`config.mk`:
```
export PLATFORM = sky130hd
export DESIGN_NAME = vector_execute
export DESIGN_NICKNAME = d
export VERILOG_FILES = /design/src/vex_op_pkg.sv /design/src/vex_width_pkg.sv /design/src/address_gen.sv /design/src/lane_alu.sv /design/src/mask_scan_fsm.sv /design/src/operand_select.sv /design/src/result_latch.sv /design/src/segment_counter.sv /design/src/vector_execute.sv
export SDC_FILE = /design/constraint.sdc
export NUM_CORES = 2
export LEC_CHECK = 0
export BUFFER_PORTS_ARGS = -buffer_cell sky130_fd_sc_hd__buf_2
export CORE_MARGIN = 3
export CORE_UTILIZATION = 55
export DETAILED_ROUTE_END_ITERATION = 12
export PLACE_DENSITY = 0.79
export REMOVE_ABC_BUFFERS = 1
export SLEW_MARGIN = 10
export SYNTH_ARGS = -nofsm -noshare
export SYNTH_HDL_FRONTEND = slang
export SYNTH_SLANG_ARGS = --single-unit
```
`constraint.sdc`:
```
create_clock -name CLK -period 5.1 [get_ports CLK]
set_input_delay 0.255 -clock CLK [delete_from_list [all_inputs] [get_ports CLK]]
set_output_delay 0.255 -clock CLK [all_outputs]
set_load 0.02 [all_outputs]
```
`src/vex_op_pkg.sv`:
```
/* operation encodings of the vector execute stage
   imported by the decode-facing ports and by every module that decodes an op */
package vex_op_pkg;

  // unit that consumes the beat
  typedef enum logic [1:0] {
    FU_ALU   = 2'd0,
    FU_LOAD  = 2'd1,
    FU_STORE = 2'd2,
    FU_MASK  = 2'd3
  } fu_t;

  // per-lane operation, ALU_MM picks one of minmax_t
  typedef enum logic [2:0] {
    ALU_ADD = 3'd0,
    ALU_AND = 3'd1,
    ALU_OR  = 3'd2,
    ALU_XOR = 3'd3,
    ALU_MM  = 3'd4
  } aluop_t;

  typedef enum logic [1:0] {
    MIN  = 2'd0,
    MINU = 2'd1,
    MAX  = 2'd2,
    MAXU = 2'd3
  } minmax_t;

  // operand 1 source
  typedef enum logic [1:0] {
    SRC_V = 2'd0,
    SRC_I = 2'd1,
    SRC_X = 2'd2
  } src_t;

  typedef enum logic [1:0] {
    STRIDE_UNIT  = 2'd0,
    STRIDE_CONST = 2'd1,
    STRIDE_SEG   = 2'd2,
    STRIDE_INDEX = 2'd3
  } stride_t;

  // set-before-first, set-including-first, set-only-first
  typedef enum logic [1:0] {
    MASK_SBF = 2'd0,
    MASK_SIF = 2'd1,
    MASK_SOF = 2'd2
  } mask_op_t;

endpackage

```
`src/vex_width_pkg.sv`:
```
/* data and element widths of the two-lane execute stage
   import wherever a word, a field index or an element width is handled */
package vex_width_pkg;

  localparam int XLEN              = 32;
  localparam int LANES             = 2;
  localparam int NF_W              = 3;
  // a full word, the widest element
  localparam int UNIT_STRIDE_BYTES = 4;

  typedef logic [XLEN-1:0] word_t;
  typedef logic [NF_W-1:0] field_t;

  // also used for the load/store element width
  typedef enum logic [1:0] {
    SEW8  = 2'd0,
    SEW16 = 2'd1,
    SEW32 = 2'd2
  } sew_t;

  // log2 of the element size in bytes
  function automatic logic [1:0] sew_shift(sew_t s);
    case (s)
      SEW8:    return 2'd0;
      SEW16:   return 2'd1;
      default: return 2'($clog2(UNIT_STRIDE_BYTES));
    endcase
  endfunction

endpackage
```
`src/address_gen.sv`:
```
/* load/store address generation for the two lanes of a beat
   keeps the last lane 1 address so strided streams continue across beats */
`timescale 1ns/1ns

module address_gen (
  input  logic                  CLK,
  input  logic                  nRST,
  input  logic                  flush,
  input  logic                  stall,
  input  logic                  accept,
  input  logic                  first,
  input  vex_op_pkg::stride_t   stride_kind,
  input  vex_width_pkg::word_t  stride_val,
  input  vex_width_pkg::sew_t   eew_ls,
  input  vex_width_pkg::field_t nf,
  input  vex_width_pkg::field_t field,
  input  vex_width_pkg::word_t  xs1,
  input  vex_width_pkg::word_t  index0,
  input  vex_width_pkg::word_t  index1,
  output vex_width_pkg::word_t  addr0,
  output vex_width_pkg::word_t  addr1
);
  import vex_op_pkg::*;
  import vex_width_pkg::*;

  logic [1:0] shift;
  word_t      base;
  word_t      stride;
  word_t      addr_buf;

  assign shift = sew_shift(eew_ls);
  // segment field offset from the scalar base
  assign base  = xs1 + (word_t'(field) << shift);

  always_comb begin
    case (stride_kind)
      STRIDE_CONST: stride = stride_val;
      STRIDE_SEG:   stride = (word_t'(nf) + word_t'(1)) << shift;
      default:      stride = word_t'(1) << shift;
    endcase
  end

  always_comb begin
    if (stride_kind == STRIDE_INDEX) begin
      addr0 = base + index0;
      addr1 = base + index1;
    end else begin
      addr0 = first ? base : addr_buf + stride;
      addr1 = addr0 + stride;
    end
  end

  always_ff @(posedge CLK, negedge nRST) begin
    if (!nRST) begin
      addr_buf <= '0;
    end else if (flush) begin
      addr_buf <= '0;
    end else if (accept) begin
      addr_buf <= addr1;
    end
  end

  // accept comes from the top, which has to gate it with stall
  assert property (@(posedge CLK) disable iff (!nRST)
    stall && !flush |=> $stable(addr_buf))
    else $error("address_gen: address buffer moved during stall");

endmodule

```
`src/lane_alu.sv`:
```
/* arithmetic and logic for one lane at 8, 16 or 32 bit element width
   used once per lane and once more for the cross-lane reduction */
`timescale 1ns/1ns

module lane_alu (
  input  vex_op_pkg::aluop_t   aluop,
  input  vex_op_pkg::minmax_t  minmax,
  input  vex_width_pkg::sew_t  sew,
  input  vex_width_pkg::word_t a,
  input  vex_width_pkg::word_t b,
  output vex_width_pkg::word_t y
);
  import vex_op_pkg::*;
  import vex_width_pkg::*;

  word_t emask;
  word_t sbit;
  word_t a_z;
  word_t b_z;
  logic  lt_u;
  logic  lt_s;

  always_comb begin
    case (sew)
      SEW8:    emask = word_t'(32'h0000_00ff);
      SEW16:   emask = word_t'(32'h0000_ffff);
      default: emask = '1;
    endcase
    // top bit of the element
    sbit = emask ^ (emask >> 1);
    a_z  = a & emask;
    b_z  = b & emask;
    lt_u = a_z < b_z;
    // flipping the sign bit turns a signed compare into an unsigned one
    lt_s = (a_z ^ sbit) < (b_z ^ sbit);
  end

  always_comb begin
    case (aluop)
      ALU_ADD: y = (a + b) & emask;
      ALU_AND: y = a_z & b_z;
      ALU_OR:  y = a_z | b_z;
      ALU_XOR: y = a_z ^ b_z;
      ALU_MM: begin
        case (minmax)
          MIN:     y = lt_s ? a_z : b_z;
          MINU:    y = lt_u ? a_z : b_z;
          MAX:     y = lt_s ? b_z : a_z;
          default: y = lt_u ? b_z : a_z;
        endcase
      end
      default: y = '0;
    endcase
  end

  // decode must hand over a known op code from the used range
  always_comb begin
    assert final (!$isunknown(aluop) && aluop <= ALU_MM)
      else $error("lane_alu: illegal aluop %0h", aluop);
  end

endmodule

```
`src/mask_scan_fsm.sv`:
```
/* first-set-bit scan for sbf, sif and sof over a multi-beat mask
   remembers across beats whether the first set bit was already seen */
`timescale 1ns/1ns

module mask_scan_fsm (
  input  logic                   CLK,
  input  logic                   nRST,
  input  logic                   flush,
  input  logic                   accept,
  input  logic                   last,
  input  logic                   is_mask,
  input  vex_op_pkg::mask_op_t   mask_op,
  input  vex_width_pkg::word_t   m_lo,
  input  vex_width_pkg::word_t   m_hi,
  output vex_width_pkg::word_t   mres_lo,
  output vex_width_pkg::word_t   mres_hi
);
  import vex_op_pkg::*;
  import vex_width_pkg::*;

  typedef enum logic {
    SEARCH = 1'b0,
    FOUND  = 1'b1
  } state_t;

  state_t                state;
  state_t                next_state;
  logic [LANES*XLEN-1:0] bits;
  logic [LANES*XLEN-1:0] first_one;
  logic [LANES*XLEN-1:0] below_first;
  logic [LANES*XLEN-1:0] res;

  assign bits        = {m_hi, m_lo};
  // isolate the lowest set bit
  assign first_one   = bits & (~bits + 1'b1);
  // all ones when nothing is set
  assign below_first = first_one - 1'b1;

  always_comb begin
    next_state = state;
    if (accept && last) begin
      next_state = SEARCH;
    end else if (accept && is_mask && bits != '0) begin
      next_state = FOUND;
    end
  end

  always_ff @(posedge CLK, negedge nRST) begin
    if (!nRST) begin
      state <= SEARCH;
    end else if (flush) begin
      state <= SEARCH;
    end else begin
      state <= next_state;
    end
  end

  always_comb begin
    res = '0;
    // once found, every later bit is clear for all three ops
    if (state == SEARCH) begin
      case (mask_op)
        MASK_SBF: res = below_first;
        MASK_SIF: res = below_first | first_one;
        MASK_SOF: res = first_one;
        default:  res = '0;
      endcase
    end
  end

  assign mres_lo = res[XLEN-1:0];
  assign mres_hi = res[LANES*XLEN-1:XLEN];

endmodule

```
`src/operand_select.sv`:
```
/* operand 1 source selection for both lanes
   also scales the vs2 index values to byte offsets for indexed load/store */
`timescale 1ns/1ns

module operand_select (
  input  vex_op_pkg::src_t     rs1_src,
  input  vex_width_pkg::sew_t  sew,
  input  vex_width_pkg::word_t vs1_lane0,
  input  vex_width_pkg::word_t vs1_lane1,
  input  vex_width_pkg::word_t imm,
  input  vex_width_pkg::word_t xs1,
  input  vex_width_pkg::word_t xs2,
  input  vex_width_pkg::word_t vs2_lane0,
  input  vex_width_pkg::word_t vs2_lane1,
  output vex_width_pkg::word_t op_a0,
  output vex_width_pkg::word_t op_a1,
  output vex_width_pkg::word_t index0,
  output vex_width_pkg::word_t index1
);
  import vex_op_pkg::*;
  import vex_width_pkg::*;

  always_comb begin
    case (rs1_src)
      SRC_V: begin
        op_a0 = vs1_lane0;
        op_a1 = vs1_lane1;
      end
      // scalar sources are broadcast
      SRC_I: begin
        op_a0 = imm;
        op_a1 = imm;
      end
      SRC_X: begin
        op_a0 = xs1;
        op_a1 = xs1;
      end
      // spare encoding takes the second scalar
      default: begin
        op_a0 = xs2;
        op_a1 = xs2;
      end
    endcase
  end

  // element index times element bytes
  assign index0 = vs2_lane0 << sew_shift(sew);
  assign index1 = vs2_lane1 << sew_shift(sew);

endmodule

```
`src/result_latch.sv`:
```
/* execute/memory pipeline register with reduction and result select
   holds on stall, clears on flush, otherwise captures the accepted beat */
`timescale 1ns/1ns

module result_latch (
  input  logic                  CLK,
  input  logic                  nRST,
  input  logic                  stall,
  input  logic                  flush,
  input  logic                  in_valid,
  input  vex_op_pkg::fu_t       fu,
  input  vex_op_pkg::aluop_t    aluop,
  input  vex_op_pkg::minmax_t   minmax,
  input  vex_width_pkg::sew_t   sew,
  input  logic                  reduce,
  input  vex_width_pkg::word_t  y0,
  input  vex_width_pkg::word_t  y1,
  input  vex_width_pkg::word_t  mres_lo,
  input  vex_width_pkg::word_t  mres_hi,
  input  vex_width_pkg::word_t  gen_addr0,
  input  vex_width_pkg::word_t  gen_addr1,
  output logic                  out_valid,
  output vex_width_pkg::word_t  result0,
  output vex_width_pkg::word_t  result1,
  output vex_width_pkg::word_t  addr0,
  output vex_width_pkg::word_t  addr1,
  output logic                  load_ena,
  output logic                  store_ena
);
  import vex_op_pkg::*;
  import vex_width_pkg::*;

  word_t red_y;
  word_t next_r0;
  word_t next_r1;
  word_t next_a0;
  word_t next_a1;
  logic  is_ls;

  // lane 1 folded into lane 0 with the lane op itself
  lane_alu reduce_inst (
    .aluop  (aluop),
    .minmax (minmax),
    .sew    (sew),
    .a      (y0),
    .b      (y1),
    .y      (red_y)
  );

  assign is_ls = (fu == FU_LOAD) || (fu == FU_STORE);

  always_comb begin
    next_r0 = y0;
    next_r1 = y1;
    if (fu == FU_MASK) begin
      next_r0 = mres_lo;
      next_r1 = mres_hi;
    end else if (fu == FU_ALU && reduce) begin
      next_r0 = red_y;
    end
    next_a0 = is_ls ? gen_addr0 : '0;
    next_a1 = is_ls ? gen_addr1 : '0;
  end

  always_ff @(posedge CLK, negedge nRST) begin
    if (!nRST) begin
      out_valid <= 1'b0;
      load_ena  <= 1'b0;
      store_ena <= 1'b0;
      result0   <= '0;
      result1   <= '0;
      addr0     <= '0;
      addr1     <= '0;
    end else if (flush) begin
      out_valid <= 1'b0;
      load_ena  <= 1'b0;
      store_ena <= 1'b0;
      result0   <= '0;
      result1   <= '0;
      addr0     <= '0;
      addr1     <= '0;
    end else if (!stall) begin
      out_valid <= in_valid;
      load_ena  <= in_valid && fu == FU_LOAD;
      store_ena <= in_valid && fu == FU_STORE;
      // bubbles keep the last data
      if (in_valid) begin
        result0 <= next_r0;
        result1 <= next_r1;
        addr0   <= next_a0;
        addr1   <= next_a1;
      end
    end
  end

  // memory sees at most one access kind, and only on a valid beat
  assert property (@(posedge CLK) disable iff (!nRST)
    (load_ena || store_ena) |-> out_valid && !(load_ena && store_ena))
    else $error("result_latch: load_ena %b store_ena %b out_valid %b",
                load_ena, store_ena, out_valid);

endmodule

```
`src/segment_counter.sv`:
```
/* segment field counter for load/store
   steps once per completed instruction and wraps after field nf */
`timescale 1ns/1ns

module segment_counter (
  input  logic                  CLK,
  input  logic                  nRST,
  input  logic                  flush,
  input  logic                  step,
  input  vex_width_pkg::field_t nf,
  output vex_width_pkg::field_t field
);
  import vex_width_pkg::*;

  always_ff @(posedge CLK, negedge nRST) begin
    if (!nRST) begin
      field <= '0;
    end else if (flush) begin
      field <= '0;
    end else if (step) begin
      // >= also recovers when nf shrinks between instructions
      if (field >= nf) begin
        field <= '0;
      end else begin
        field <= field_t'(field + 1'b1);
      end
    end
  end

endmodule

```
`src/vector_execute.sv`:
```
/* execute stage of the two-lane vector unit
   one beat in per accepted cycle, one registered result beat out a cycle later */
`timescale 1ns/1ns

module vector_execute (
  input  logic                  CLK,
  input  logic                  nRST,
  input  logic                  in_valid,
  input  logic                  first,
  input  logic                  last,
  input  vex_op_pkg::fu_t       fu,
  input  vex_op_pkg::aluop_t    aluop,
  input  vex_op_pkg::minmax_t   minmax,
  input  vex_width_pkg::sew_t   sew,
  input  logic                  reduce,
  input  vex_op_pkg::src_t      rs1_src,
  input  vex_op_pkg::mask_op_t  mask_op,
  input  vex_width_pkg::word_t  vs1_lane0,
  input  vex_width_pkg::word_t  vs1_lane1,
  input  vex_width_pkg::word_t  vs2_lane0,
  input  vex_width_pkg::word_t  vs2_lane1,
  input  vex_width_pkg::word_t  imm,
  input  vex_width_pkg::word_t  xs1,
  input  vex_width_pkg::word_t  xs2,
  input  vex_op_pkg::stride_t   stride_kind,
  input  vex_width_pkg::word_t  stride_val,
  input  vex_width_pkg::field_t nf,
  input  vex_width_pkg::sew_t   eew_ls,
  input  logic                  stall,
  input  logic                  flush,
  output logic                  out_valid,
  output vex_width_pkg::word_t  result0,
  output vex_width_pkg::word_t  result1,
  output vex_width_pkg::word_t  addr0,
  output vex_width_pkg::word_t  addr1,
  output logic                  load_ena,
  output logic                  store_ena
);
  import vex_op_pkg::*;
  import vex_width_pkg::*;

  word_t  op_a0;
  word_t  op_a1;
  word_t  index0;
  word_t  index1;
  word_t  y0;
  word_t  y1;
  word_t  gen_addr0;
  word_t  gen_addr1;
  word_t  mres_lo;
  word_t  mres_hi;
  field_t field;
  logic   accept;
  logic   step;
  logic   is_mask;

  assign accept  = in_valid && !stall;
  // field advances once per finished load/store instruction
  assign step    = accept && last && (fu == FU_LOAD || fu == FU_STORE);
  assign is_mask = fu == FU_MASK;

  operand_select operand_select_inst (
    .rs1_src   (rs1_src),
    .sew       (sew),
    .vs1_lane0 (vs1_lane0),
    .vs1_lane1 (vs1_lane1),
    .imm       (imm),
    .xs1       (xs1),
    .xs2       (xs2),
    .vs2_lane0 (vs2_lane0),
    .vs2_lane1 (vs2_lane1),
    .op_a0     (op_a0),
    .op_a1     (op_a1),
    .index0    (index0),
    .index1    (index1)
  );

  lane_alu lane0_inst (
    .aluop  (aluop),
    .minmax (minmax),
    .sew    (sew),
    .a      (vs2_lane0),
    .b      (op_a0),
    .y      (y0)
  );

  lane_alu lane1_inst (
    .aluop  (aluop),
    .minmax (minmax),
    .sew    (sew),
    .a      (vs2_lane1),
    .b      (op_a1),
    .y      (y1)
  );

  segment_counter segment_counter_inst (
    .CLK   (CLK),
    .nRST  (nRST),
    .flush (flush),
    .step  (step),
    .nf    (nf),
    .field (field)
  );

  address_gen address_gen_inst (
    .CLK         (CLK),
    .nRST        (nRST),
    .flush       (flush),
    .stall       (stall),
    .accept      (accept),
    .first       (first),
    .stride_kind (stride_kind),
    .stride_val  (stride_val),
    .eew_ls      (eew_ls),
    .nf          (nf),
    .field       (field),
    .xs1         (xs1),
    .index0      (index0),
    .index1      (index1),
    .addr0       (gen_addr0),
    .addr1       (gen_addr1)
  );

  // mask source is the vs2 register group
  mask_scan_fsm mask_scan_fsm_inst (
    .CLK     (CLK),
    .nRST    (nRST),
    .flush   (flush),
    .accept  (accept),
    .last    (last),
    .is_mask (is_mask),
    .mask_op (mask_op),
    .m_lo    (vs2_lane0),
    .m_hi    (vs2_lane1),
    .mres_lo (mres_lo),
    .mres_hi (mres_hi)
  );

  result_latch result_latch_inst (
    .CLK       (CLK),
    .nRST      (nRST),
    .stall     (stall),
    .flush     (flush),
    .in_valid  (in_valid),
    .fu        (fu),
    .aluop     (aluop),
    .minmax    (minmax),
    .sew       (sew),
    .reduce    (reduce),
    .y0        (y0),
    .y1        (y1),
    .mres_lo   (mres_lo),
    .mres_hi   (mres_hi),
    .gen_addr0 (gen_addr0),
    .gen_addr1 (gen_addr1),
    .out_valid (out_valid),
    .result0   (result0),
    .result1   (result1),
    .addr0     (addr0),
    .addr1     (addr1),
    .load_ena  (load_ena),
    .store_ena (store_ena)
  );

endmodule

```
==> results.ini, run 1 <==
[yosys]
synthTopCellsByCount = nand2_1, ha_1, nor2_1, a21oi_1, o21ai_0
synth.yosys.seq_area_share_pct = 11.5
synth_edf_count = 0
yosys.area.top_type_share_pct = 19.3
synth_largest_area_cell = ha_1
synth_cell_types = 98
netlist_area_mm2 = 0.0364
ys_warn_count = 0
synthArstFlopShare_pct = 100
postSynthCellCount = 5037
avgSynthCellArea_um2 = 7.23
ys.flop_type = dfrtp_1
yosys-top-cells-area = ha_1, dfrtp_1, nand2_1
synth_seq_cells = 167
synth.most_common_cell = nand2_1

[run_status]
status = did not finish
haltStage = global routing
first-error = [ERROR GRT-0232] Routing congestion too high. Check the congestion heatmap in the GUI.

[place]
place.gp.congestion = 1.07
dpl.hpwl_mm = 144
dp_slack_ns = -3.23
io_buffers = 414

[global_route]
overflow = 60
grt_usage_pct = 75.7
antenna_found_initial = 41
grt_max_degree = 114

[cts]
numCtsBuffers = 17
clock_sinks = 167
clockRootBuffer = clkbuf_16
htreeDepth = 4
ctsLongestPathBuffers = 2

[floorplanning]
start_util_pct = 56.1
die_h_um = 263
die_width_um = 263
placementRows = 93
ioPinCount = 415

[sta]
worstEpCategory = sequential cell input
worst_endpoint = result_latch_inst.result0[20]$_DFFE_PN0P_/D

-- per-layer routing --
metal	overflow	GRT usage, %
met2	32	91.3
met3	0	59.3
met5	0	34.9
met1	3	77.9
met4	25	71.9
-- repair_timing --
action | CTS
hold buffers | 1
gates cloned | 5
pin swaps | 240
endpoints found under the hold margin | 54
endpoints found under the setup margin | 73
buffers inserted | 144
gates resized for setup | 421
-- through the flow --
stage	area, um2	cells	hold WS, ns
4_1_cts	53200	7626	0.0568
2_1_floorplan	35300	4748	-0.0406
3_5_place_dp	49600	7463	0.273
3_3_place_gp	49600	7463	0.270
-- cells by family after synthesis --
family / count (synthesis) / synth area share, %
compound gates: 1548 / 27.7
xor+xnor: 219 / 5.27
fa+ha+maj: 569 / 19.7
buf+inv: 641 / 6.68
flops: 167 / 11.5
mux: 200 / 7.80
other cells: 1 / 0.0103
simple gates: 1692 / 21.3
==> run 2: changes to the inputs <==
- CORE_UTILIZATION: 55 -> 40
- PLACE_DENSITY: 0.79 -> default
- PLACE_DENSITY_LB_ADDON: default -> 0.15
- clock period: 5.1 -> 6.6 ns (I/O delays scaled with it)
==> run 2 against run 1 <==
  * The flow now finishes, with violations (setup timing)
  * Synthesized area unchanged
  * Synthesized cell count unchanged
==> results.ini, run 2 <==
[sta]
finClkSkew_ns = 0.0122
maxSlewHeadroom_pct = 10.6
period_share_pct = 104
rsz0062_at_grt = true
final-setup-viol-count = 32
tightest_slew_ns = 1.34
fmax_ghz = 0.146
hold_violations = 0
fin_crit_ns = 6.87
fin_ws_ns = -0.267
slew_violations = 0

[routing]
drcViolationCount = 0
vias = 44593
routed_wl_mm = 181
postRouteAntennaNets = 0
first_iter_violations = 4545
drtPass1Iterations = 7
routed_via_density = 5.94
post_drt_wl_per_cell_um = 24.1

[cts]
numCtsBuffers = 17
ctsLongestPathBuffers = 2
clock_latency_ns = 0.53
clockRootBuffer = clkbuf_16
clock_sinks = 167
path_clk_slew_ns = 0.08
htreeDepth = 4
cts_tree = done

[layout]
final_cell_mix = buf_4, nand2_1, ha_1
final_util_pct = 55.1
layout.cells.most_common = buf_4
nets = 7167
final_area_mm2 = 0.0497
fillers = 8830
area_delta_synth_final_pct = 36.3
drive_above_1_share_pct = 29.9

[worst_setup_path]
crit_type = input port to flip-flop
arrival_ns = 7.31
reg2reg_from = segment_counter_inst.field[0]$_DFFE_PN0P_
crit_fanout = 8
cp-startpoint = rs1_src[0]
required_ns = 7.05
cp-start-kind = input port
cpMaxStageDelayCell = mux4_2
endpoint_kind = flip-flop
slowest_delay_ns = 0.58

[global_route]
grt_max_degree = 115
grt_pass1_vias = 42471
antenna_found_initial = 15
grt_pass1_wl_mm = 265
grt_usage_pct = 36.9
overflow = 0

[yosys]
synthArstFlopShare_pct = 100
ys_warn_count = 0
synth_seq_cells = 167
yosys.area.top_type_share_pct = 19.3
yosys-top-cells-area = ha_1, dfrtp_1, nand2_1
synth.most_common_cell = nand2_1
ys.flop_type = dfrtp_1
postSynthCellCount = 5037
synth.yosys.seq_area_share_pct = 11.5
netlist_area_mm2 = 0.0364
avgSynthCellArea_um2 = 7.23
synth_edf_count = 0
synthTopCellsByCount = nand2_1, ha_1, nor2_1, a21oi_1, o21ai_0
synth_cell_types = 98
synth_largest_area_cell = ha_1

[min_path]
min-delay-start = stall
hold_path_class = input port to flip-flop

[power_and_ir_drop]
peakVddDrop_mv = 0.238
p_per_area_mw_per_mm2 = 154
power_leakage_nw = 24.7

[floorplanning]
start_util_pct = 40.4
placementRows = 110
ioPinCount = 415
die_width_um = 308
coreArea_mm2 = 0.0901
die_h_um = 308
dieArea_mm2 = 0.0947

[run_status]
violations = setup timing
status = finished, violations left

[place]
placedInstanceArea_mm2 = 0.0472
io_buffers = 414
place.gp.congestion = 1.02
dp_slack_ns = -1.48
dpl.hpwl_mm = 146

[flow_run]
drv.max_cap_violation_count = 0

[run 2: cell counts after synthesis]
No cell type changed its count.
[run 2: worst paths after layout]
| path | depth (start not counted) | slack, ns | end |
|---|---|---|---|
| setup / recovery | 36 | -0.27 | result_latch_inst.result0[20]$_DFFE_PN0P_ |
| hold / removal | 3 | 0.12 | result_latch_inst.out_valid$_DFFE_PN0P_ |
| setup reg to reg | 32 | 0.38 | address_gen_inst.addr_buf[31]$_DFFE_PN0P_ |
| hold reg to reg | 2 | 0.48 | result_latch_inst.addr1[31]$_DFFE_PN0P_ |
| max in group asynchronous | 3 | 5.06 | address_gen_inst.addr_buf[31]$_DFFE_PN0P_ |
| min in group asynchronous | 2 | 0.35 | result_latch_inst.result0[4]$_DFFE_PN0P_ |
[run 2: final cells by class]
| cell class | count | area [um2] | share of cell area [%] |
|---|---|---|---|
| multi-input cells | 4229 | 30900 | 62.2 |
| repair buffers | 1547 | 11100 | 22.5 |
| flip-flops and latches | 167 | 4180 | 8.42 |
| well taps | 1176 | 1470 | 2.96 |
| inverters | 352 | 1330 | 2.68 |
| clock buffers | 17 | 425 | 0.857 |
| clock inverters | 15 | 186 | 0.375 |
| diodes | 7 | 17.5 | 0.0353 |
[run 2: report_power, final]
| group | switching [mW] | total [mW] | internal [mW] |
|---|---|---|---|
| Clock | 0.586 | 1.16 | 0.573 |
| Combinational | 2.97 | 5.39 | 2.41 |
| Sequential | 0.0389 | 1.12 | 1.08 |
[run 2: kinds of logic after synthesis]
| logic type | synth area share [%] |
|---|---|
| other cells | 0.0103 |
| xor+xnor | 5.27 |
| simple gates | 21.3 |
| mux | 7.80 |
| compound gates | 27.7 |
| fa+ha+maj | 19.7 |
| flops | 11.5 |
| buf+inv | 6.68 |
[run 2: through the flow]
stage	hold WS (ns)	total power [mW]	setup TNS (ns)	std cells
5_1_grt	0.124	8.10	-13.94	7506
3_5_place_dp	0.374	5.96	-41.29	7409
6_report	0.116	7.66	-5.20	7510
4_1_cts	0.0869	7.31	-2.69	7468
3_3_place_gp	0.368	5.94	-38.62	7409
2_1_floorplan	0.0344	3.63	-73.81	4748
[run 2: critical path: cells and delay by family]
kind,cells,cell delay (ns)
AO/OA/AOI/OAI,15,3.18
XOR/XNOR,1,0.18
adder cells (fa/ha/maj),2,0.47
buffers and inverters,9,1.08
multiplexers,1,0.58
AND/OR/NAND/NOR,8,1.46
[run 2: routing by layer]
layer,up-vias,wire [um],GRT usage (%)
met4,12,10000,18.1
met1,21277,77600,49.6
met3,436,15100,5.82
li1,20831,-,-
met2,2037,78600,57.7
met5,-,73,0
[run 2: what timing repair did]
action / in CTS / in global routing
pin swaps: 40 / 88
hold buffers: 2 / 0
endpoints found under the hold margin: 54 / 0
cloned: 2 / 4
setup buffers: 33 / 35
resized for setup: 111 / 169
setup endpoints to repair: 32 / 40
No activity file was read; power rests on OpenSTA's default activity.
